[config.mk]
export PLATFORM = sky130hd
export DESIGN_NAME = wb_select
export DESIGN_NICKNAME = d
export VERILOG_FILES = /design/src/source/rv64_core_pkg.sv /design/src/source/wb_select.sv
export SDC_FILE = /design/constraint.sdc
export NUM_CORES = 1
export LEC_CHECK = 0
export BUFFER_PORTS_ARGS = -buffer_cell sky130_fd_sc_hd__buf_2
export CAP_MARGIN = 0
export CORE_AREA = 2 2 107 109
export DETAILED_ROUTE_END_ITERATION = 7
export DIE_AREA = 0 0 109 111
export MAX_ROUTING_LAYER = met4
export SETUP_SLACK_MARGIN = 0.02
export SYNTH_ARGS = -nofsm -noshare
export SYNTH_HDL_FRONTEND = slang
export SYNTH_SLANG_ARGS = --single-unit
[constraint.sdc]
create_clock -name vclk -period 1.5
set_input_delay 0.225 -clock vclk [all_inputs]
set_output_delay 0.225 -clock vclk [all_outputs]
set_load 0.02 [all_outputs]
[src/source/rv64_core_pkg.sv]
// enums, control word and constants shared by the rv64 core
`default_nettype none

package rv64_core_pkg;

  localparam int unsigned XLEN      = 64;
  localparam int unsigned REG_IDX_W = 5;
  localparam int unsigned NUM_REGS  = 32;

  localparam logic [XLEN-1:0] RESET_PC = '0;

  // operand b select
  localparam logic [1:0] SRC_B_RS2  = 2'd0;
  localparam logic [1:0] SRC_B_IMM  = 2'd1;
  localparam logic [1:0] SRC_B_FOUR = 2'd2;

  localparam logic [6:0] F7_BASE = 7'b0000000;
  localparam logic [6:0] F7_ALT  = 7'b0100000;

  typedef enum logic [6:0] {
    OP        = 7'b0110011,
    OP_IMM    = 7'b0010011,
    OP_32     = 7'b0111011,
    OP_IMM_32 = 7'b0011011,
    LUI       = 7'b0110111,
    AUIPC     = 7'b0010111,
    JAL       = 7'b1101111,
    JALR      = 7'b1100111,
    BRANCH    = 7'b1100011,
    LOAD      = 7'b0000011,
    STORE     = 7'b0100011
  } opcode_e;

  typedef enum logic [3:0] {
    ALU_ADD    = 4'b0000,
    ALU_SUB    = 4'b0001,
    ALU_SLT    = 4'b0010,
    ALU_SLTU   = 4'b0011,
    ALU_XOR    = 4'b0100,
    ALU_AND    = 4'b0101,
    ALU_OR     = 4'b0110,
    ALU_SLL    = 4'b0111,
    ALU_SRL    = 4'b1000,
    ALU_SRA    = 4'b1001,
    ALU_COPY_B = 4'b1111
  } alu_op_e;

  // low three bits follow the execute unit codes, bit 3 marks unsigned compare
  typedef enum logic [3:0] {
    BR_NONE = 4'b0000,
    BR_JAL  = 4'b0001,
    BR_JALR = 4'b0010,
    BR_EQ   = 4'b0100,
    BR_NE   = 4'b0101,
    BR_LT   = 4'b0110,
    BR_GE   = 4'b0111,
    BR_LTU  = 4'b1110,
    BR_GEU  = 4'b1111
  } branch_e;

  typedef enum logic [2:0] {
    LD_B  = 3'b000,
    LD_BU = 3'b001,
    LD_H  = 3'b010,
    LD_HU = 3'b011,
    LD_W  = 3'b100,
    LD_WU = 3'b101,
    LD_D  = 3'b110
  } mem_op_e;

  typedef struct packed {
    logic       alu_a_pc;
    logic [1:0] alu_b_sel;
    alu_op_e    alu_op;
    logic       word_op;
    branch_e    branch;
    mem_op_e    mem_op;
    logic       mem_read;
    logic       mem_write;
    logic       reg_write;
    logic       illegal;
  } ctrl_t;

endpackage

`default_nettype wire

[src/source/wb_select.sv]
// load extension and register write-back select
`default_nettype none

module wb_select import rv64_core_pkg::*; (
  input  ctrl_t                 i_ctrl,
  input  wire logic [XLEN-1:0]  i_alu_result,
  input  wire logic [XLEN-1:0]  i_rdata,
  input  wire logic [XLEN-1:0]  i_link_pc,
  output logic [XLEN-1:0]       o_rd_data,
  output logic                  o_rd_we
);

  logic [XLEN-1:0] load_data;

  always_comb begin
    case (i_ctrl.mem_op)
      LD_B:    load_data = {{56{i_rdata[7]}}, i_rdata[7:0]};
      LD_BU:   load_data = {56'b0, i_rdata[7:0]};
      LD_H:    load_data = {{48{i_rdata[15]}}, i_rdata[15:0]};
      LD_HU:   load_data = {48'b0, i_rdata[15:0]};
      LD_W:    load_data = {{32{i_rdata[31]}}, i_rdata[31:0]};
      LD_WU:   load_data = {32'b0, i_rdata[31:0]};
      default: load_data = i_rdata;
    endcase
  end

  always_comb begin
    if (i_ctrl.mem_read) o_rd_data = load_data;
    else if (i_ctrl.branch inside {BR_JAL, BR_JALR}) o_rd_data = i_link_pc;
    else o_rd_data = i_alu_result;
  end

  // decoder already clears this for illegal encodings
  assign o_rd_we = i_ctrl.reg_write;

endmodule

`default_nettype wire

==> reports/summary.txt <==
Post-route cell area: 3620 µm²
All-Layer GR Usage: 12.1%
PostCTS Resize Cnt: 19
Count of pins over their slew limit: 0
Max Fclk: 554 MHz
Setup Fix Bufs, Post-CTS: 0
Sw Pwr: 0.000712 W
Count leader, synth: mux2i_1
Initial antenna violation count: 0
Number of max-cap violations: 0
Filler cells: 1167
Total Power: 0.00137 W
Post-DP Area: 3560 µm²
Vias/cell: 4.40
Drt total wl: 8.27 mm
Switching share of power: 51.9%
Setup TNS: -15.81 ns
IO Port Bufs: 264
Share of the synthesized area in the top cell type: 54.9%
Detail Route Antenna Nets: 0
DRC viols: 0
Initial core utilization: 16.0%
Slew headroom: 78.8%
CTS Hold Bufs: 0
First-pass iteration count of the detailed router: 4
GRT overflow: 0
# rows: 39
Hold Path Class: primary input to output port
Final Hold Fails: 0
DIE WIDTH: 109 µm
Avg WL per Cell: 13.0 µm
Register area: 0 µm²
Full die area: 12100 µm²
Synth Area per Inst: 7.43 µm²
Register area share after synthesis: 0%
Fin crit period: 1.81 ns
Post-Syn Instances: 238
Die Y: 111 µm
Via count: 2799
Maximum vdd ir drop: 154 µV
Fin util: 32.7%
Antenna cells: 0
Register share of total power: 0%
Leakage: 2.13 nW
DR iter-0 viols: 70
Mapped cell area: 1770 µm²
Dominant cell type by area after synthesis: mux2i_1
Final period util: 120%
Largest net degree at the start of global routing: 45
CP max FO: 44
Crit path launch type: primary input
RSZ-0062 raised after global routing: true
Clk_buf instances: 0
FFs & Latches: 0
Clock share of power: 0%
Ys Warns: 0
Setup Viol. Count Final: 64
First-pass GRT wire length: 11.9 mm
CORE AREA: 11100 µm²
Hold_ws: 0.450 ns
Final worst slack: -0.306 ns
Internal: 0.000661 W
GP Congestion: 0.767
Power Dens Cells: 380 nW/µm²
Worst endpoint required time: 1.27 ns
Final net count: 706
Post-DP HPWL: 7.18 mm
Commonest cells post-synth: 97 x mux2i_1, 40 x a21oi_1, 24 x nand2_1
Actual slew at the worst max-slew pin: 0.309 ns
Ranking of synthesized cells by area: mux2i_1 55%, a21oi_1 11%, a22oi_1 6.8%, nand2_1 5.1%, buf_6 4.5%
Failing checks: setup timing
Gate power share: 100.0%
# IOs: 276
Area Overhead vs Synth: 104%
Vias in the first global route: 2736
Status: finished with violations
Crit Path Class: primary input to output port
Worst setup EP type: output port
CP arrival: 1.58 ns
Layout cell share with drive strength beyond 1: 70.8%
Synth Net Count: 449
Netlist cell types: 21
==> metrics by stage <==
stage / setup slack (ns) / std cells
2_1_floorplan: -0.0834 / 238
3_3_place_gp: -0.311 / 636
3_5_place_dp: -0.339 / 636
4_1_cts: -0.309 / 636
5_1_grt: -0.348 / 636
6_report: -0.306 / 636
==> cells in the final DEF (no fill, tap or decap) <==
cell / instances
a21oi_1: 32
a21oi_2: 8
a22oi_2: 16
and2_1: 1
buf_12: 5
buf_2: 244
buf_4: 34
inv_4: 1
mux2i_1: 64
mux2i_2: 33
nand2_1: 24
nand4bb_1: 1
nor2_2: 1
nor3_1: 9
nor4b_2: 1
o21a_1: 8
o21ai_1: 4
o21ai_2: 4
o31ai_4: 1
or3_4: 1
xnor2_1: 1
==> worst max-delay path, cell delays in order <==
cell and delay [ns]:
buf_2 0.10, xnor2_1 0.12, or3_4 0.35, buf_12 0.20
mux2i_2 0.20, mux2i_2 0.17, buf_4 0.18
==> metal layers <==
layer	part of all wire, %	vias up	global-route usage, %
li1	-	1401	-
met1	35	1243	11.6
met2	56	151	26.1
met3	9.2	4	0.882
met4	0.28	0	0.598
met5	0	-	-
==> kinds of logic (layout without fill, tap and decap cells) <==
logic type      count (synthesis)  in the layout  synth area share, %
buf+inv                        29            284                 10.1
compound gates                 73             73                 24.5
xor+xnor                        1              1                0.495
simple gates                   38             38                 10.0
mux                            97             97                 54.9
==> power by group through the flow <==
stage / combinational (W) / sequential (W) / clock [W]
global route: 0.00147 / 0 / 0
floorplan: 0.000813 / 0 / 0
CTS: 0.00139 / 0 / 0
global placement: 0.00132 / 0 / 0
finish: 0.00137 / 0 / 0
detailed placement: 0.00135 / 0 / 0
==> path summary, 6_finish.rpt <==
path	startpoint	to	depth (start not counted)
worst max-delay path	i_ctrl[7]	o_rd_data[63]	7
worst min-delay path	i_ctrl[1]	o_rd_we	0
==> area by class of cell <==
class	count	area (µm²)	area share, %
Tap cell	143	179	4.95
Timing Repair Buffer	283	1580	43.6
Inverter	1	6.26	0.173
Multi-Input combinational cell	209	1860	51.3
No activity file was read; power rests on OpenSTA's default activity.
