$ cat src/source/rv64_core_pkg.sv
// enums, control word and constants shared by the rv64 core
`default_nettype none

package rv64_core_pkg;

  localparam int unsigned XLEN      = 64;
  localparam int unsigned REG_IDX_W = 5;
  localparam int unsigned NUM_REGS  = 32;

  localparam logic [XLEN-1:0] RESET_PC = '0;

  // operand b select
  localparam logic [1:0] SRC_B_RS2  = 2'd0;
  localparam logic [1:0] SRC_B_IMM  = 2'd1;
  localparam logic [1:0] SRC_B_FOUR = 2'd2;

  localparam logic [6:0] F7_BASE = 7'b0000000;
  localparam logic [6:0] F7_ALT  = 7'b0100000;

  typedef enum logic [6:0] {
    OP        = 7'b0110011,
    OP_IMM    = 7'b0010011,
    OP_32     = 7'b0111011,
    OP_IMM_32 = 7'b0011011,
    LUI       = 7'b0110111,
    AUIPC     = 7'b0010111,
    JAL       = 7'b1101111,
    JALR      = 7'b1100111,
    BRANCH    = 7'b1100011,
    LOAD      = 7'b0000011,
    STORE     = 7'b0100011
  } opcode_e;

  typedef enum logic [3:0] {
    ALU_ADD    = 4'b0000,
    ALU_SUB    = 4'b0001,
    ALU_SLT    = 4'b0010,
    ALU_SLTU   = 4'b0011,
    ALU_XOR    = 4'b0100,
    ALU_AND    = 4'b0101,
    ALU_OR     = 4'b0110,
    ALU_SLL    = 4'b0111,
    ALU_SRL    = 4'b1000,
    ALU_SRA    = 4'b1001,
    ALU_COPY_B = 4'b1111
  } alu_op_e;

  // low three bits follow the execute unit codes, bit 3 marks unsigned compare
  typedef enum logic [3:0] {
    BR_NONE = 4'b0000,
    BR_JAL  = 4'b0001,
    BR_JALR = 4'b0010,
    BR_EQ   = 4'b0100,
    BR_NE   = 4'b0101,
    BR_LT   = 4'b0110,
    BR_GE   = 4'b0111,
    BR_LTU  = 4'b1110,
    BR_GEU  = 4'b1111
  } branch_e;

  typedef enum logic [2:0] {
    LD_B  = 3'b000,
    LD_BU = 3'b001,
    LD_H  = 3'b010,
    LD_HU = 3'b011,
    LD_W  = 3'b100,
    LD_WU = 3'b101,
    LD_D  = 3'b110
  } mem_op_e;

  typedef struct packed {
    logic       alu_a_pc;
    logic [1:0] alu_b_sel;
    alu_op_e    alu_op;
    logic       word_op;
    branch_e    branch;
    mem_op_e    mem_op;
    logic       mem_read;
    logic       mem_write;
    logic       reg_write;
    logic       illegal;
  } ctrl_t;

endpackage

`default_nettype wire

$ cat src/source/pc_unit.sv
// program counter, branch decision and next pc
`default_nettype none

module pc_unit import rv64_core_pkg::*; (
  input  wire logic             i_clk,
  input  wire logic             i_rst_n,
  input  ctrl_t                 i_ctrl,
  input  wire logic [XLEN-1:0]  i_imm,
  input  wire logic [XLEN-1:0]  i_rs1,
  input  wire logic             i_less,
  input  wire logic             i_zero,
  output logic [XLEN-1:0]       o_pc,
  output logic [XLEN-1:0]       o_link_pc
);

  logic [XLEN-1:0] pc_q;
  logic [XLEN-1:0] target;
  logic [XLEN-1:0] next_pc;
  logic            taken;

  always_comb begin
    case (i_ctrl.branch)
      BR_JAL, BR_JALR: taken = 1'b1;
      BR_EQ:           taken = i_zero;
      BR_NE:           taken = ~i_zero;
      BR_LT, BR_LTU:   taken = i_less;
      BR_GE, BR_GEU:   taken = ~i_less;
      default:         taken = 1'b0;
    endcase
  end

  assign target  = ((i_ctrl.branch == BR_JALR) ? i_rs1 : pc_q) + (taken ? i_imm : XLEN'(4));
  // jalr clears bit 0
  assign next_pc = (i_ctrl.branch == BR_JALR) ? {target[XLEN-1:1], 1'b0} : target;

  always_ff @(posedge i_clk or negedge i_rst_n) begin
    if (!i_rst_n) begin
      pc_q <= RESET_PC;
    end else begin
      pc_q <= next_pc;
    end
  end

  assign o_pc      = pc_q;
  assign o_link_pc = pc_q + XLEN'(4);

endmodule

`default_nettype wire

$ cat config.mk
export PLATFORM = sky130hd
export DESIGN_NAME = pc_unit
export DESIGN_NICKNAME = d
export VERILOG_FILES = /design/src/source/rv64_core_pkg.sv /design/src/source/pc_unit.sv
export SDC_FILE = /design/constraint.sdc
export NUM_CORES = 1
export LEC_CHECK = 0
export ABC_AREA = 1
export BUFFER_PORTS_ARGS = -buffer_cell sky130_fd_sc_hd__buf_2
export CORE_UTILIZATION = 29
export CTS_BUF_LIST = sky130_fd_sc_hd__clkbuf_4 sky130_fd_sc_hd__clkbuf_8
export CTS_CLUSTER_DIAMETER = 120
export CTS_CLUSTER_SIZE = 10
export DETAILED_ROUTE_END_ITERATION = 6
export PLACE_DENSITY = 0.6
export SYNTH_ARGS = -nofsm -noshare
export SYNTH_HDL_FRONTEND = slang
export SYNTH_SLANG_ARGS = --single-unit
$ cat constraint.sdc
create_clock -name i_clk -period 3.4 [get_ports i_clk]
set_input_delay 0.51 -clock i_clk [delete_from_list [all_inputs] [get_ports i_clk]]
set_output_delay 0.51 -clock i_clk [all_outputs]
set_load 0.005 [all_outputs]
==> metrics.md <==
| Metric | Value |
|---|---|
| Die area | 38000 sq um |
| Gate count of the mapped netlist | just over 2000 |
| Cts-stage hold buffer count | 0 |
| Final ANT Viol Nets | 0 |
| Warnings from Yosys | 0 |
| N_diodes | 0 |
| Final period util | 92.9% |
| Critical path class | flip-flop to primary output |
| Iteration-0 DRC Markers | 948 |
| Initial Utilization | 29.5% |
| DIE HEIGHT | 195 um |
| Register Area | 1600 sq um |
| Reg2reg setup slack | approximately 0.65 ns |
| Crit path max-delay family | simple AND/OR/NAND/NOR gates |
| CP Launch Type | flip-flop |
| Area of the multi-input gates | 7420 sq um |
| Fin. max-slew vios | 0 |
| Max IR drop VDD | 0.246 mV |
| Drt first pass iters | 5 |
| # DRC | 0 |
| Minimum clock period | 3.16 ns |
| PortBufs | 263 |
| Syn Area/Cell | 5.29 sq um |
| Cell taking the most area after synthesis | nand2_1 |
| Final core utilization | 37.0% |
| H-tree Lvls | 3 |
| Synth top area cells | nand2_1, dfrtp_1, inv_1, nor2_1, ha_1 |
| Final Hold Fails | 0 |
| CTS-repair resized insts | 0 |
| Share of layout cells above drive strength 1 | 19.6% |
| Root buf cell | clkbuf_8 |
| Horiz. Die Dim | 195 um |
| Setup TNS Final | 0 ns |
| Antenna violations before repair | 0 |
| Gpl congestion | 1.03 |
| Sequential cell area fraction in the yosys report | 14.8% |
| Hold Slack | 0.246 ns |
| FF-to-FF Start | o_pc[31] |
| Dominant synthesized flop cell | dfrtp_1 |
| CP required | 2.89 ns |
| Slowest CP cell | dfrtp_1 |
| FMAX | 317 MHz |
| Drt via density | 4.68 |
| Fin Clk Skew | 0.0193 ns |
| Setup Slack @ Placement | 0.0125 ns |
| Congestion Overflow GR | 0 |
| Mapped Area | 10800 sq um |
| First-pass GRT wire length | 72900 um |
| Final setup margin | 0.243 ns |
| Top-area cell type share of the netlist area | between 20% and 30% |
| Syn Nets | 2255 |
| Post-synth EDFFs | 0 |
| CTS Buf Count | 9 |
| Crit-path cells | ha_1 > inv_2 > nor2_2 > nand2_1 > nor2_1 > nand3_1 > xor2_1 > buf_2 |
| Layout area overhead | 25.4% |
| Largest register FFs | 64 |
| Max_cap viols | 0 |
| Pin count of the biggest net entering global routing | 46 |
| Slew @ Worst Pin | 0.901 ns |
| Placed instance count | ~2800 |
| Critical Path Source | o_pc[2] |
| Post-CTS Setup Bufs | 0 |
| Post-synth top cells | nand2_1, inv_1, nor2_1 |
| RSZ-0062 raised after global routing | false |
| Final setup viols | 0 |
| Row Count | 70 |
| CTS tree | yes |
| Vias post-DR | about 13000 |
| Fillers | 4174 |
| Post-Route WL | 49000 um |
| Slew HR | 39.9% |
| DP Wirelength | 43400 um |
| Worst path bufs/invs | 2 |
| Class of the worst hold path | input port to async pin |
| Critical Path End Type | primary output |
| Wire per inst | 17.2 um |
| Worst reg2reg path depth | 15 |
| Crit path DAT | 2.65 ns |
| Clk Latency, worst-skew pair | 0.38 ns |
| Worst setup path end | o_link_pc[50] |
| Most common cell in the netlist | nand2_1 |
| Clock transition at path regs | ~0.090 ns |
| Critical path's largest stage delay | 0.46 ns |
| CTS sink cnt | 64 |
| R2r endpoint | o_pc[59] |
| WP depth | 8 |
| Status | completed |
| Power Dens Cells | 721 nW/um^2 |
| Pleak | 8.23 nW |
| # nets final | 2595 |
| CTS max path bufs | 2 |
| Core ar. | 36600 sq um |
| I/O pin count | 279 |
| Crit Path Max Fanout | 6 |
| Vias in the first global route | 12600 |
| #FFs+latches synth | 64 |
| Fin cells | about 2900 |
| Distinct cells, synth | 31 |
| Post-synth ARST share | 100% |
| GRT Overall Usage | 25.7% |
[where the power goes]
part           internal (mW)  switching, mW
clock network          0.457          0.341
registers               1.16          0.901
logic                   2.60           4.29
total                   4.22           5.54
[worst min path at each step]
stage	startpoint	endpoint	slack [ns]	cells after the start
final	i_rst_n	o_pc[20]	0.25	1
after global routing	i_rst_n	o_pc[20]	0.28	1
after CTS	i_rst_n	o_pc[20]	0.27	1
after detailed placement	i_rst_n	o_pc[8]	0.68	1
after global placement	i_rst_n	o_pc[16]	0.67	1
after floorplan	i_rst_n	o_pc[0]	0.21	0
[through the flow]
| step | total power [mW] | instance area (sq um) |
|---|---|---|
| finish | 9.76 | 13500 |
| global route | 10.5 | 13500 |
| CTS | 9.66 | 13500 |
| detailed placement | 8.84 | 13300 |
| global placement | 8.80 | 13300 |
| floorplan | 5.46 | 10800 |
[cell families (layout without fill, tap and decap cells)]
family | after synthesis | count (layout) | synth area share (%)
AO/OA/AOI/OAI | 84 | 84 | 3.97
XOR/XNOR | 90 | 90 | 7.31
adder cells (fa/ha/maj) | 66 | 66 | 7.73
buffers and inverters | 465 | 809 | 16.4
flip-flops | 64 | 64 | 14.8
AND/OR/NAND/NOR | 1269 | 1269 | 49.8
[routing by layer]
metal	global-route usage, %	part of all wire (%)	wire [um]	up-vias
met1	35.8	47	23000	6030
met4	8.49	3.0	1480	0
met2	41.5	44	21500	479
li1	-	-	-	6760
met3	2.20	6.4	3120	68
met5	0	0	0	-
[area by class of cell]
type	instances	share of cell area, %
multi-input cells	1509	54.8
repair buffers	350	15.0
inverters	444	12.3
flip-flops and latches	64	11.8
well taps	468	4.33
clock buffers	12	1.17
clock inverters	3	0.481
[cells in the final DEF, fill, tap and decap left out, types with 2 or more instances in the layout]
| cell type | n |
|---|---|
| nand2_1 | 810 |
| inv_1 | 420 |
| buf_2 | 263 |
| nor2_1 | 223 |
| nand3_1 | 90 |
| buf_4 | 82 |
| xor2_1 | 74 |
| ha_1 | 65 |
| dfrtp_1 | 64 |
| a21oi_1 | 42 |
| o21ai_0 | 39 |
| nor3_1 | 32 |
| nand4_1 | 30 |
| nor2_2 | 27 |
| inv_2 | 23 |
| nand2_2 | 19 |
| xnor2_1 | 16 |
| nor3_2 | 15 |
| clkbuf_8 | 11 |
| nor3_4 | 6 |
| nand3_2 | 6 |
| buf_12 | 5 |
| nor4_2 | 4 |
| nor4_1 | 3 |
| o21bai_1 | 3 |
| bufinv_16 | 2 |
Note: power is estimated with default switching activity, not from simulation.
