==> src/source/rv64_core_pkg.sv <==
// enums, control word and constants shared by the rv64 core
`default_nettype none

package rv64_core_pkg;

  localparam int unsigned XLEN      = 64;
  localparam int unsigned REG_IDX_W = 5;
  localparam int unsigned NUM_REGS  = 32;

  localparam logic [XLEN-1:0] RESET_PC = '0;

  // operand b select
  localparam logic [1:0] SRC_B_RS2  = 2'd0;
  localparam logic [1:0] SRC_B_IMM  = 2'd1;
  localparam logic [1:0] SRC_B_FOUR = 2'd2;

  localparam logic [6:0] F7_BASE = 7'b0000000;
  localparam logic [6:0] F7_ALT  = 7'b0100000;

  typedef enum logic [6:0] {
    OP        = 7'b0110011,
    OP_IMM    = 7'b0010011,
    OP_32     = 7'b0111011,
    OP_IMM_32 = 7'b0011011,
    LUI       = 7'b0110111,
    AUIPC     = 7'b0010111,
    JAL       = 7'b1101111,
    JALR      = 7'b1100111,
    BRANCH    = 7'b1100011,
    LOAD      = 7'b0000011,
    STORE     = 7'b0100011
  } opcode_e;

  typedef enum logic [3:0] {
    ALU_ADD    = 4'b0000,
    ALU_SUB    = 4'b0001,
    ALU_SLT    = 4'b0010,
    ALU_SLTU   = 4'b0011,
    ALU_XOR    = 4'b0100,
    ALU_AND    = 4'b0101,
    ALU_OR     = 4'b0110,
    ALU_SLL    = 4'b0111,
    ALU_SRL    = 4'b1000,
    ALU_SRA    = 4'b1001,
    ALU_COPY_B = 4'b1111
  } alu_op_e;

  // low three bits follow the execute unit codes, bit 3 marks unsigned compare
  typedef enum logic [3:0] {
    BR_NONE = 4'b0000,
    BR_JAL  = 4'b0001,
    BR_JALR = 4'b0010,
    BR_EQ   = 4'b0100,
    BR_NE   = 4'b0101,
    BR_LT   = 4'b0110,
    BR_GE   = 4'b0111,
    BR_LTU  = 4'b1110,
    BR_GEU  = 4'b1111
  } branch_e;

  typedef enum logic [2:0] {
    LD_B  = 3'b000,
    LD_BU = 3'b001,
    LD_H  = 3'b010,
    LD_HU = 3'b011,
    LD_W  = 3'b100,
    LD_WU = 3'b101,
    LD_D  = 3'b110
  } mem_op_e;

  typedef struct packed {
    logic       alu_a_pc;
    logic [1:0] alu_b_sel;
    alu_op_e    alu_op;
    logic       word_op;
    branch_e    branch;
    mem_op_e    mem_op;
    logic       mem_read;
    logic       mem_write;
    logic       reg_write;
    logic       illegal;
  } ctrl_t;

endpackage

`default_nettype wire

==> src/source/inst_decoder.sv <==
// instruction decoder producing the control word and the immediate
`default_nettype none

module inst_decoder import rv64_core_pkg::*; (
  input  wire logic [31:0]          i_inst,
  output ctrl_t                     o_ctrl,
  output logic [XLEN-1:0]           o_imm,
  output logic [REG_IDX_W-1:0]      o_rs1_idx,
  output logic [REG_IDX_W-1:0]      o_rs2_idx,
  output logic [REG_IDX_W-1:0]      o_rd_idx
);

  logic [6:0] opcode;
  logic [2:0] funct3;
  logic [6:0] funct7;
  logic       legal;
  ctrl_t      ctrl;

  // alt picks sub for f3 000 and sra for f3 101
  function automatic alu_op_e alu_of_f3(input logic [2:0] f3, input logic alt);
    case (f3)
      3'b000:  return alt ? ALU_SUB : ALU_ADD;
      3'b001:  return ALU_SLL;
      3'b010:  return ALU_SLT;
      3'b011:  return ALU_SLTU;
      3'b100:  return ALU_XOR;
      3'b101:  return alt ? ALU_SRA : ALU_SRL;
      3'b110:  return ALU_OR;
      default: return ALU_AND;
    endcase
  endfunction

  assign opcode    = i_inst[6:0];
  assign funct3    = i_inst[14:12];
  assign funct7    = i_inst[31:25];
  assign o_rs1_idx = i_inst[19:15];
  assign o_rs2_idx = i_inst[24:20];
  assign o_rd_idx  = i_inst[11:7];

  always_comb begin
    case (opcode)
      LUI, AUIPC: o_imm = {{32{i_inst[31]}}, i_inst[31:12], 12'b0};
      JAL:        o_imm = {{44{i_inst[31]}}, i_inst[19:12], i_inst[20], i_inst[30:21], 1'b0};
      BRANCH:     o_imm = {{52{i_inst[31]}}, i_inst[7], i_inst[30:25], i_inst[11:8], 1'b0};
      STORE:      o_imm = {{52{i_inst[31]}}, i_inst[31:25], i_inst[11:7]};
      default:    o_imm = {{52{i_inst[31]}}, i_inst[31:20]};
    endcase
  end

  always_comb begin
    legal          = 1'b1;
    ctrl.alu_a_pc  = 1'b0;
    ctrl.alu_b_sel = SRC_B_IMM;
    ctrl.alu_op    = ALU_ADD;
    ctrl.word_op   = 1'b0;
    ctrl.branch    = BR_NONE;
    ctrl.mem_op    = LD_D;
    ctrl.mem_read  = 1'b0;
    ctrl.mem_write = 1'b0;
    ctrl.reg_write = 1'b0;
    ctrl.illegal   = 1'b0;
    case (opcode)
      OP, OP_32: begin
        ctrl.alu_b_sel = SRC_B_RS2;
        ctrl.word_op   = (opcode == OP_32);
        ctrl.reg_write = 1'b1;
        ctrl.alu_op    = alu_of_f3(funct3, funct7 == F7_ALT);
        if (funct7 != F7_BASE && !(funct7 == F7_ALT && funct3 inside {3'b000, 3'b101}))
          legal = 1'b0;
        if (opcode == OP_32 && !(funct3 inside {3'b000, 3'b001, 3'b101}))
          legal = 1'b0;
      end
      OP_IMM: begin
        ctrl.reg_write = 1'b1;
        ctrl.alu_op    = alu_of_f3(funct3, funct3 == 3'b101 && i_inst[30]);
        if (funct3 == 3'b001 && i_inst[31:26] != 6'b000000)
          legal = 1'b0;
        if (funct3 == 3'b101 && !(i_inst[31:26] inside {6'b000000, 6'b010000}))
          legal = 1'b0;
      end
      OP_IMM_32: begin
        ctrl.word_op   = 1'b1;
        ctrl.reg_write = 1'b1;
        ctrl.alu_op    = alu_of_f3(funct3, funct3 == 3'b101 && funct7 == F7_ALT);
        if (!(funct3 inside {3'b000, 3'b001, 3'b101}))
          legal = 1'b0;
        if (funct3 == 3'b001 && funct7 != F7_BASE)
          legal = 1'b0;
        if (funct3 == 3'b101 && !(funct7 inside {F7_BASE, F7_ALT}))
          legal = 1'b0;
      end
      LUI: begin
        ctrl.alu_op    = ALU_COPY_B;
        ctrl.reg_write = 1'b1;
      end
      AUIPC: begin
        ctrl.alu_a_pc  = 1'b1;
        ctrl.reg_write = 1'b1;
      end
      JAL, JALR: begin
        // alu also forms the link value pc+4
        ctrl.alu_a_pc  = 1'b1;
        ctrl.alu_b_sel = SRC_B_FOUR;
        ctrl.reg_write = 1'b1;
        ctrl.branch    = (opcode == JAL) ? BR_JAL : BR_JALR;
        if (opcode == JALR && funct3 != 3'b000)
          legal = 1'b0;
      end
      BRANCH: begin
        ctrl.alu_b_sel = SRC_B_RS2;
        ctrl.alu_op    = ALU_SUB;
        case (funct3)
          3'b000:  ctrl.branch = BR_EQ;
          3'b001:  ctrl.branch = BR_NE;
          3'b100:  ctrl.branch = BR_LT;
          3'b101:  ctrl.branch = BR_GE;
          3'b110:  ctrl.branch = BR_LTU;
          3'b111:  ctrl.branch = BR_GEU;
          default: legal = 1'b0;
        endcase
      end
      LOAD: begin
        ctrl.mem_read  = 1'b1;
        ctrl.reg_write = 1'b1;
        case (funct3)
          3'b000:  ctrl.mem_op = LD_B;
          3'b001:  ctrl.mem_op = LD_H;
          3'b010:  ctrl.mem_op = LD_W;
          3'b011:  ctrl.mem_op = LD_D;
          3'b100:  ctrl.mem_op = LD_BU;
          3'b101:  ctrl.mem_op = LD_HU;
          3'b110:  ctrl.mem_op = LD_WU;
          default: legal = 1'b0;
        endcase
      end
      STORE: begin
        // sd only
        ctrl.mem_write = 1'b1;
        if (funct3 != 3'b011)
          legal = 1'b0;
      end
      default: legal = 1'b0;
    endcase
    if (!legal) begin
      ctrl.branch    = BR_NONE;
      ctrl.mem_read  = 1'b0;
      ctrl.mem_write = 1'b0;
      ctrl.reg_write = 1'b0;
      ctrl.illegal   = 1'b1;
    end
  end

  assign o_ctrl = ctrl;

endmodule

`default_nettype wire

==> config.mk <==
export PLATFORM = sky130hd
export DESIGN_NAME = inst_decoder
export DESIGN_NICKNAME = d
export VERILOG_FILES = /design/src/source/rv64_core_pkg.sv /design/src/source/inst_decoder.sv
export SDC_FILE = /design/constraint.sdc
export NUM_CORES = 1
export LEC_CHECK = 0
export BUFFER_PORTS_ARGS = -buffer_cell sky130_fd_sc_hd__buf_2
export CORE_ASPECT_RATIO = 0.75
export CORE_MARGIN = 1
export CORE_UTILIZATION = 40
export DETAILED_ROUTE_END_ITERATION = 10
export PLACE_DENSITY = 0.9
export SYNTH_ARGS = -nofsm -noshare
export SYNTH_HDL_FRONTEND = slang
export SYNTH_SLANG_ARGS = --single-unit
==> constraint.sdc <==
create_clock -name vclk -period 2.48
set_input_delay 0.372 -clock vclk [all_inputs]
set_output_delay 0.372 -clock vclk [all_outputs]
set_load 0.02 [all_outputs]
==> impl_metrics.py, run 1 <==
metrics = {
    "worst_setup_path": {
        "worstPathRequired_ns": 2.11,
        "path_delay_family": "simple AND/OR/NAND/NOR gates",
        "path_max_fanout": 11,
        "path_buf_inv": 2,
        "critPathLaunchType": "input port",
        "cpPeakStageDelay_ns": 0.34,
        "worstSetupPathType": "in -> out",
        "cpMostUsedCell": "buf_2",
        "cpMaxStageDelayCell": "nor4b_4",
        "crit_path_end_kind": "output pin",
        "arrival_ns": 1.89,
        "critical_path.cell_chain": "buf_2 > nand3b_2 > nor4b_4 > and2_1 > nor2b_1 > a221o_1 > buf_2",
    },
    "detailed_routing": {
        "routedWlPerCell_um": 13.3,
        "postRouteAntennaNets": 0,
        "drc_errors": 0,
        "num_vias": 1584,
        "avgViaCountPerCell": 5.32,
        "drt_iter0_markers": 72,
        "dr.pass1.iters": 4,
        "wl_um": 3950,
    },
    "synthesis": {
        "yosysTopAreaCellShare_pct": 29.0,
        "synthDistinctLibCells": 42,
        "yosysSeqAreaShare_pct": 0,
        "netlist_top_cells_count": "buf_4 (48), a21o_1 (20), nand2_1 (15), nor2_1 (13), nor2b_1 (10)",
        "yosys.area.top_type": "buf_4",
        "syn_avg_cell_area_sq_um": 6.71,
        "syn_area_sq_mm": 0.00124,
        "yosysMostFrequentCell": "buf_4",
        "synthCells": 185,
        "syn_nets": 217,
        "synth_area_leaders": "buf_4 (29%), a21o_1 (12%), nor2b_1 (5.0%), nand2_1 (4.5%), nor2_1 (3.9%)",
        "yosysWarnings": 0,
    },
    "final_layout": {
        "seq_cell_count": 0,
        "nets": 294,
        "area_growth_syn_to_layout_pct": 25.9,
        "diodes": 0,
        "ff_latch_area_sq_um": 0,
        "postLayoutCellArea_sq_mm": 0.00156,
        "clockBufferCount": 0,
        "drive_gt1_share_pct": 55.4,
    },
    "timing": {
        "hold_viol": 0,
        "final.setup.tns_ns": 0,
        "slew_viol_final": 0,
        "fin_ws_ns": 0.214,
        "rsz0062_at_grt": "false",
        "achievable-frequency_mhz": 441,
        "period_share_pct": 91.4,
        "tightestPinTransition_ns": 0.379,
        "holdWs_ns": 0.975,
        "relSlewSlack_pct": 74.5,
        "timing.final.crit_period_ns": 2.27,
        "setup_viol": 0,
    },
    "grt": {
        "grt_pass1_vias": 1221,
        "grt_overflow_total": 0,
        "grt_max_degree": 34,
        "track_usage_pct": 21.9,
        "antenna_found_initial": 0,
        "grt_pass1_wl_um": 5840,
    },
    "job": {
        "maxCapViolCount": 0,
    },
    "power_and_ir_drop": {
        "vdd_ir_drop_max_mv": 0.0970,
        "p_per_area_mw_per_mm2": 200,
        "total_power_w": 0.000313,
        "combPwrFrac_pct": 100.0,
        "switchingPower_w": 0.000204,
        "pwr-share-clk_pct": 0,
        "seqPwrFrac_pct": 0,
        "p_leak_nw": 0.947,
        "power.internal_w": 0.000109,
        "switching_share_pct": 65.1,
    },
    "die": {
        "die_h_um": 50.2,
        "die_area_sq_mm": 0.00333,
        "die_width_um": 66.3,
        "rows": 17,
        "start_util_pct": 42.0,
        "ios": 130,
        "core_sq_mm": 0.00296,
    },
    "clock_network": {
        "post_cts_buffers": 0,
        "cts_resized": 0,
        "postCtsHoldBufs": 0,
    },
    "placement": {
        "io_buffers": 130,
        "place_congestion": 0.980,
        "pre_cts_ws_ns": 0.226,
        "hpwl_um": 3210,
        "post_dp_cell_area_sq_mm": 0.00156,
    },
    "min_path": {
        "min_path_type": "in -> out",
    },
    "status": {
        "outcome": "completed",
    },
}
==> power by group through the flow <==
stage	registers [W]	logic, W	clock network [W]
6_report	0	0.000313	0
5_1_grt	0	0.000335	0
4_1_cts	0	0.000312	0
3_5_place_dp	0	0.000310	0
3_3_place_gp	0	0.000306	0
2_1_floorplan	0	0.000246	0
==> kinds of logic after synthesis <==
group	synth area share (%)
buffers and inverters	34.7
and+or+nand+nor	35.5
AOI/OAI and AO/OA	29.1
xor gates and xnor gates	0.706
==> path summary, 6_finish.rpt <==
check | slack, ns | end | depth (start not counted) | start
setup / recovery | 0.21 | o_imm[11] | 7 | i_inst[2]
hold / removal | 0.98 | o_rs1_idx[0] | 2 | i_inst[15]
==> layer usage <==
metal	up-vias	global-route usage, %	wire length, um
met3	0	3.18	501
met5	-	0	0
li1	754	-	-
met2	105	40.8	1870
met1	725	27.8	1580
met4	0	0.709	0
==> cell type report <==
cell class / instances / area (sq um)
Timing Repair Buffer: 136 / 696
Fill cell: 293 / 1390
Multi-Input combinational cell: 123 / 816
Inverter: 1 / 3.75
Tap cell: 38 / 47.5
==> per-stage QoR <==
stage	utilization, %	std cells
floorplan	-	185
global placement	52.9	298
detailed placement	52.9	298
CTS	52.9	298
global route	52.9	298
finish	52.9	298
==> placed cells by master (no fill, tap or decap), drive strengths merged, types with 2 or more instances in the layout <==
| cell type | n |
|---|---|
| nor4 | 2 |
| nor2b | 10 |
| o21ai | 8 |
| nor2 | 13 |
| nor3 | 3 |
| nand3b | 4 |
| nand2b | 3 |
| and3 | 3 |
| or2 | 2 |
| a21o | 20 |
| nor4b | 2 |
| and2 | 5 |
| a22o | 4 |
| and3b | 2 |
| nand2 | 15 |
| nand4b | 3 |
| a21oi | 4 |
| buf | 136 |
| nand4 | 2 |
| o32ai | 2 |
(Power assumes the default switching activity.)
==> inputs of run 2 (changes only) <==
- CAP_MARGIN: unset -> 20
- CELL_PAD_IN_SITES_DETAIL_PLACEMENT: unset -> 1
- CELL_PAD_IN_SITES_GLOBAL_PLACEMENT: unset -> 1
- CORE_UTILIZATION: 40 -> 24
- PLACE_DENSITY: 0.9 -> unset
- PLACE_DENSITY_LB_ADDON: unset -> 0.1
==> run 2 against run 1 <==
  * Power is 1.6% higher
  * Flip-flop and latch count is the same
  * Cell count up 8.1%
  * Via count shrank 4.4%
  * Setup slack improved by 0.080 ns
  * First-iteration DRC count decreased by 63%
  * Die area rose by 64%
  * Global-route usage fell by 6.1 points
  * Sequential share of layout area unchanged
  * Largest power group unchanged
==> impl_metrics.py, run 2 (synthesis gave the netlist of run 1 again) <==
metrics = {
    "final_layout": {
        "area_growth_syn_to_layout_pct": 29.3,
        "diodes": 0,
        "clockBufferCount": 0,
        "postLayoutCellArea_sq_mm": 0.00161,
        "stdcell_count": 322,
        "seq_cell_count": 0,
        "drive_gt1_share_pct": 55.7,
        "nets": 296,
        "layout_common_cells": "buf_2 (130), a21o_1 (20), nand2_1 (15)",
        "layout_commonest_cell": "buf_2",
        "ff_latch_area_sq_um": 0,
    },
    "detailed_routing": {
        "wl_um": 4580,
        "num_vias": 1514,
        "dr.pass1.iters": 4,
        "avgViaCountPerCell": 4.70,
        "drt_iter0_markers": 27,
        "drc_errors": 0,
        "routedWlPerCell_um": 14.2,
        "postRouteAntennaNets": 0,
    },
    "power_and_ir_drop": {
        "p_leak_nw": 0.956,
        "vdd_ir_drop_max_mv": 0.0465,
        "p_per_area_mw_per_mm2": 198,
    },
    "die": {
        "die_width_um": 85.0,
        "ios": 130,
        "die_h_um": 64.3,
        "core_sq_mm": 0.00493,
        "rows": 22,
        "start_util_pct": 25.2,
        "die_area_sq_mm": 0.00547,
    },
    "timing": {
        "achievable-frequency_mhz": 457,
        "setup_viol": 0,
        "relSlewSlack_pct": 69.2,
        "period_share_pct": 88.2,
        "timing.final.crit_period_ns": 2.19,
        "hold_viol": 0,
        "rsz0062_at_grt": "false",
        "tightestPinTransition_ns": 0.459,
        "final.setup.tns_ns": 0,
        "slew_viol_final": 0,
    },
    "grt": {
        "antenna_found_initial": 0,
        "grt_overflow_total": 0,
        "grt_pass1_wl_um": 7220,
        "track_usage_pct": 15.8,
        "grt_max_degree": 35,
        "grt_pass1_vias": 1378,
    },
    "clock_network": {
        "post_cts_buffers": 0,
        "cts_resized": 0,
        "postCtsHoldBufs": 0,
    },
    "status": {
        "outcome": "completed",
    },
    "min_path": {
        "min_path_type": "in -> out",
    },
    "worst_setup_path": {
        "path_max_fanout": 11,
        "critPathLaunchType": "input port",
        "arrival_ns": 1.81,
        "worstPathRequired_ns": 2.11,
        "worstSetupPathType": "in -> out",
        "crit_path_end_kind": "output pin",
    },
    "placement": {
        "hpwl_um": 3820,
        "post_dp_cell_area_sq_mm": 0.00161,
        "place_congestion": 0.849,
        "io_buffers": 130,
        "dpl.cell_count": 322,
    },
    "job": {
        "maxCapViolCount": 0,
    },
}
-- run 2: cell count changes in the layout (fill, tap and decap cells not counted) --
| cell | previous run | this run |
|---|---|---|
| buf_4 | 6 | 8 |
-- run 2: cell type report --
cell class	count	area (sq um)
fillers	682	3320
inverters	1	3.75
multi-input cells	123	816
well taps	60	75.1
repair buffers	138	711
-- run 2: worst max-delay path, cell delays in order --
cell,delay [ns]
buf_2,0.16
nand3b_2,0.26
nor4b_4,0.28
nor4b_4,0.28
a311oi_1,0.13
a21oi_1,0.16
buf_2,0.18
-- run 2: metal layers --
layer / track usage, % / up-vias / wire length, um
met1: 23.7 / 692 / 2250
met2: 25.9 / 64 / 2010
met3: 1.29 / 0 / 323
met5: 0 / - / 0
met4: 0 / 0 / 0
li1: - / 758 / -
-- run 2: metrics by stage --
step                hold WS, ns  setup WS, ns  power, W  utilization, %
floorplan                 0.857         0.214  0.000246               -
global placement          0.979         0.299  0.000319            32.6
detailed placement        0.979         0.285  0.000320            32.6
CTS                       0.979         0.279  0.000321            32.6
global route              0.992         0.142  0.000344            32.6
finish                    0.979         0.294  0.000317            32.6
-- run 2: worst paths after layout --
kind                  startpoint           to  slack (ns)  depth (start not counted)
worst max-delay path   i_inst[2]    o_ctrl[8]        0.29                          7
worst min-delay path   i_inst[9]  o_rd_idx[2]        0.98                          2
-- run 2: where the power goes --
group	total [W]	switching, W	internal, W
Clock	0	0	0
Combinational	0.000317	0.000206	0.000111
Sequential	0	0	0
==> inputs of run 3 (changes only) <==
- PLACE_DENSITY_LB_ADDON: 0.1 -> 0.05
==> run 3 against run 2 <==
  * Via count rose by 2.4%
  * Flip-flop and latch count did not move
  * Cell count did not move
  * Core utilization did not move
  * Combinational power barely moved
  * Highest routed layer is now met4
  * Critical path depth did not move
  * Sequential share of layout area did not move
  * Power barely moved
  * Critical endpoint is now o_ctrl[0]
==> impl_metrics.py, run 3 (synthesis gave the netlist of run 1 again) <==
metrics = {
    "grt": {
        "track_usage_pct": 14.8,
        "grt_pass1_wl_um": 6770,
        "grt_pass1_vias": 1338,
        "antenna_found_initial": 0,
        "grt_max_degree": 36,
        "grtUsageMet3_pct": 0.388,
        "grt_overflow_total": 0,
        "met1_usage_pct": 21.5,
        "grt_util_met2_pct": 25.4,
        "busiest_layer": "met2",
    },
    "job": {
        "maxCapViolCount": 0,
    },
    "timing": {
        "rsz0062_at_grt": "false",
        "period_share_pct": 92.3,
        "setup_viol": 0,
        "hold_viol": 0,
        "final.setup.tns_ns": 0,
        "tightestPinTransition_ns": 0.444,
        "slew_viol_final": 0,
        "holdWs_ns": 0.976,
        "achievable-frequency_mhz": 437,
        "timing.final.crit_period_ns": 2.29,
        "relSlewSlack_pct": 70.2,
    },
    "placement": {
        "hpwl_um": 3630,
        "io_buffers": 130,
        "place_congestion": 0.778,
        "dpl.cell_count": 322,
    },
    "final_layout": {
        "seq_cell_count": 0,
        "layout_common_cells": "buf_2 (130), a21o_1 (20), nand2_1 (15)",
        "final_util_pct": 32.6,
        "area_growth_syn_to_layout_pct": 29.3,
        "ff_latch_area_sq_um": 0,
        "drive_gt1_share_pct": 55.7,
        "clockBufferCount": 0,
        "stdcell_count": 322,
        "layout_commonest_cell": "buf_2",
        "diodes": 0,
        "nets": 296,
    },
    "die": {
        "ios": 130,
        "die_area_sq_mm": 0.00547,
        "start_util_pct": 25.2,
        "die_h_um": 64.3,
        "die_width_um": 85.0,
        "core_sq_mm": 0.00493,
        "rows": 22,
    },
    "detailed_routing": {
        "avgViaCountPerCell": 4.82,
        "drc_errors": 0,
        "num_vias": 1551,
        "dr.pass1.iters": 4,
        "wl_um": 4470,
        "postRouteAntennaNets": 0,
        "routedWlPerCell_um": 13.9,
        "drt_iter0_markers": 44,
    },
    "worst_setup_path": {
        "critPathLaunchType": "input port",
        "cpMaxStageDelayCell": "buf_2",
        "path_buf_inv": 2,
        "path_delay_family": "simple AND/OR/NAND/NOR gates",
        "worstPathRequired_ns": 2.11,
        "arrival_ns": 1.92,
        "worstSetupPathType": "in -> out",
        "critical_path.cell_chain": "buf_2 > nor2_1 > and3_1 > and3_1 > a221oi_2 > and2_1 > buf_2",
        "path_max_fanout": 35,
        "crit_path_end_kind": "output pin",
        "cpPeakStageDelay_ns": 0.35,
    },
    "clock_network": {
        "post_cts_buffers": 0,
        "postCtsHoldBufs": 0,
        "cts_resized": 0,
    },
    "power_and_ir_drop": {
        "p_leak_nw": 0.957,
        "vdd_ir_drop_max_mv": 0.0623,
        "total_power_w": 0.000317,
        "p_per_area_mw_per_mm2": 198,
    },
    "min_path": {
        "min_path_type": "in -> out",
    },
    "status": {
        "outcome": "completed",
    },
}
## run 3: where the power goes
| group | total [W] | internal (W) | switching (W) |
|---|---|---|---|
| logic | 0.000317 | 0.000111 | 0.000206 |
| clock network | 0 | 0 | 0 |
| registers | 0 | 0 | 0 |
## run 3: cell type report
cell class                      instances  area (sq um)
Fill cell                             692          3320
Inverter                                1          3.75
Multi-Input combinational cell        123           816
Tap cell                               60          75.1
Timing Repair Buffer                  138           711
## run 3: routing by layer
layer | vias up | share of wire [%]
li1 | 761 | -
met1 | 713 | 49
met2 | 75 | 43
met3 | 2 | 7.4
met4 | 0 | 0.56
met5 | - | 0
## run 3: final timing paths
check,cells past startpoint,start,to,slack [ns]
worst max-delay path,7,i_inst[31],o_ctrl[0],0.19
worst min-delay path,2,i_inst[19],o_rs1_idx[4],0.98
## run 3: per-stage QoR
stage	setup WS, ns	instance area (sq um)
after detailed placement	0.176	1610
final	0.192	1610
after CTS	0.177	1610
after global routing	0.0390	1610
after global placement	0.227	1610
after floorplan	0.214	1240
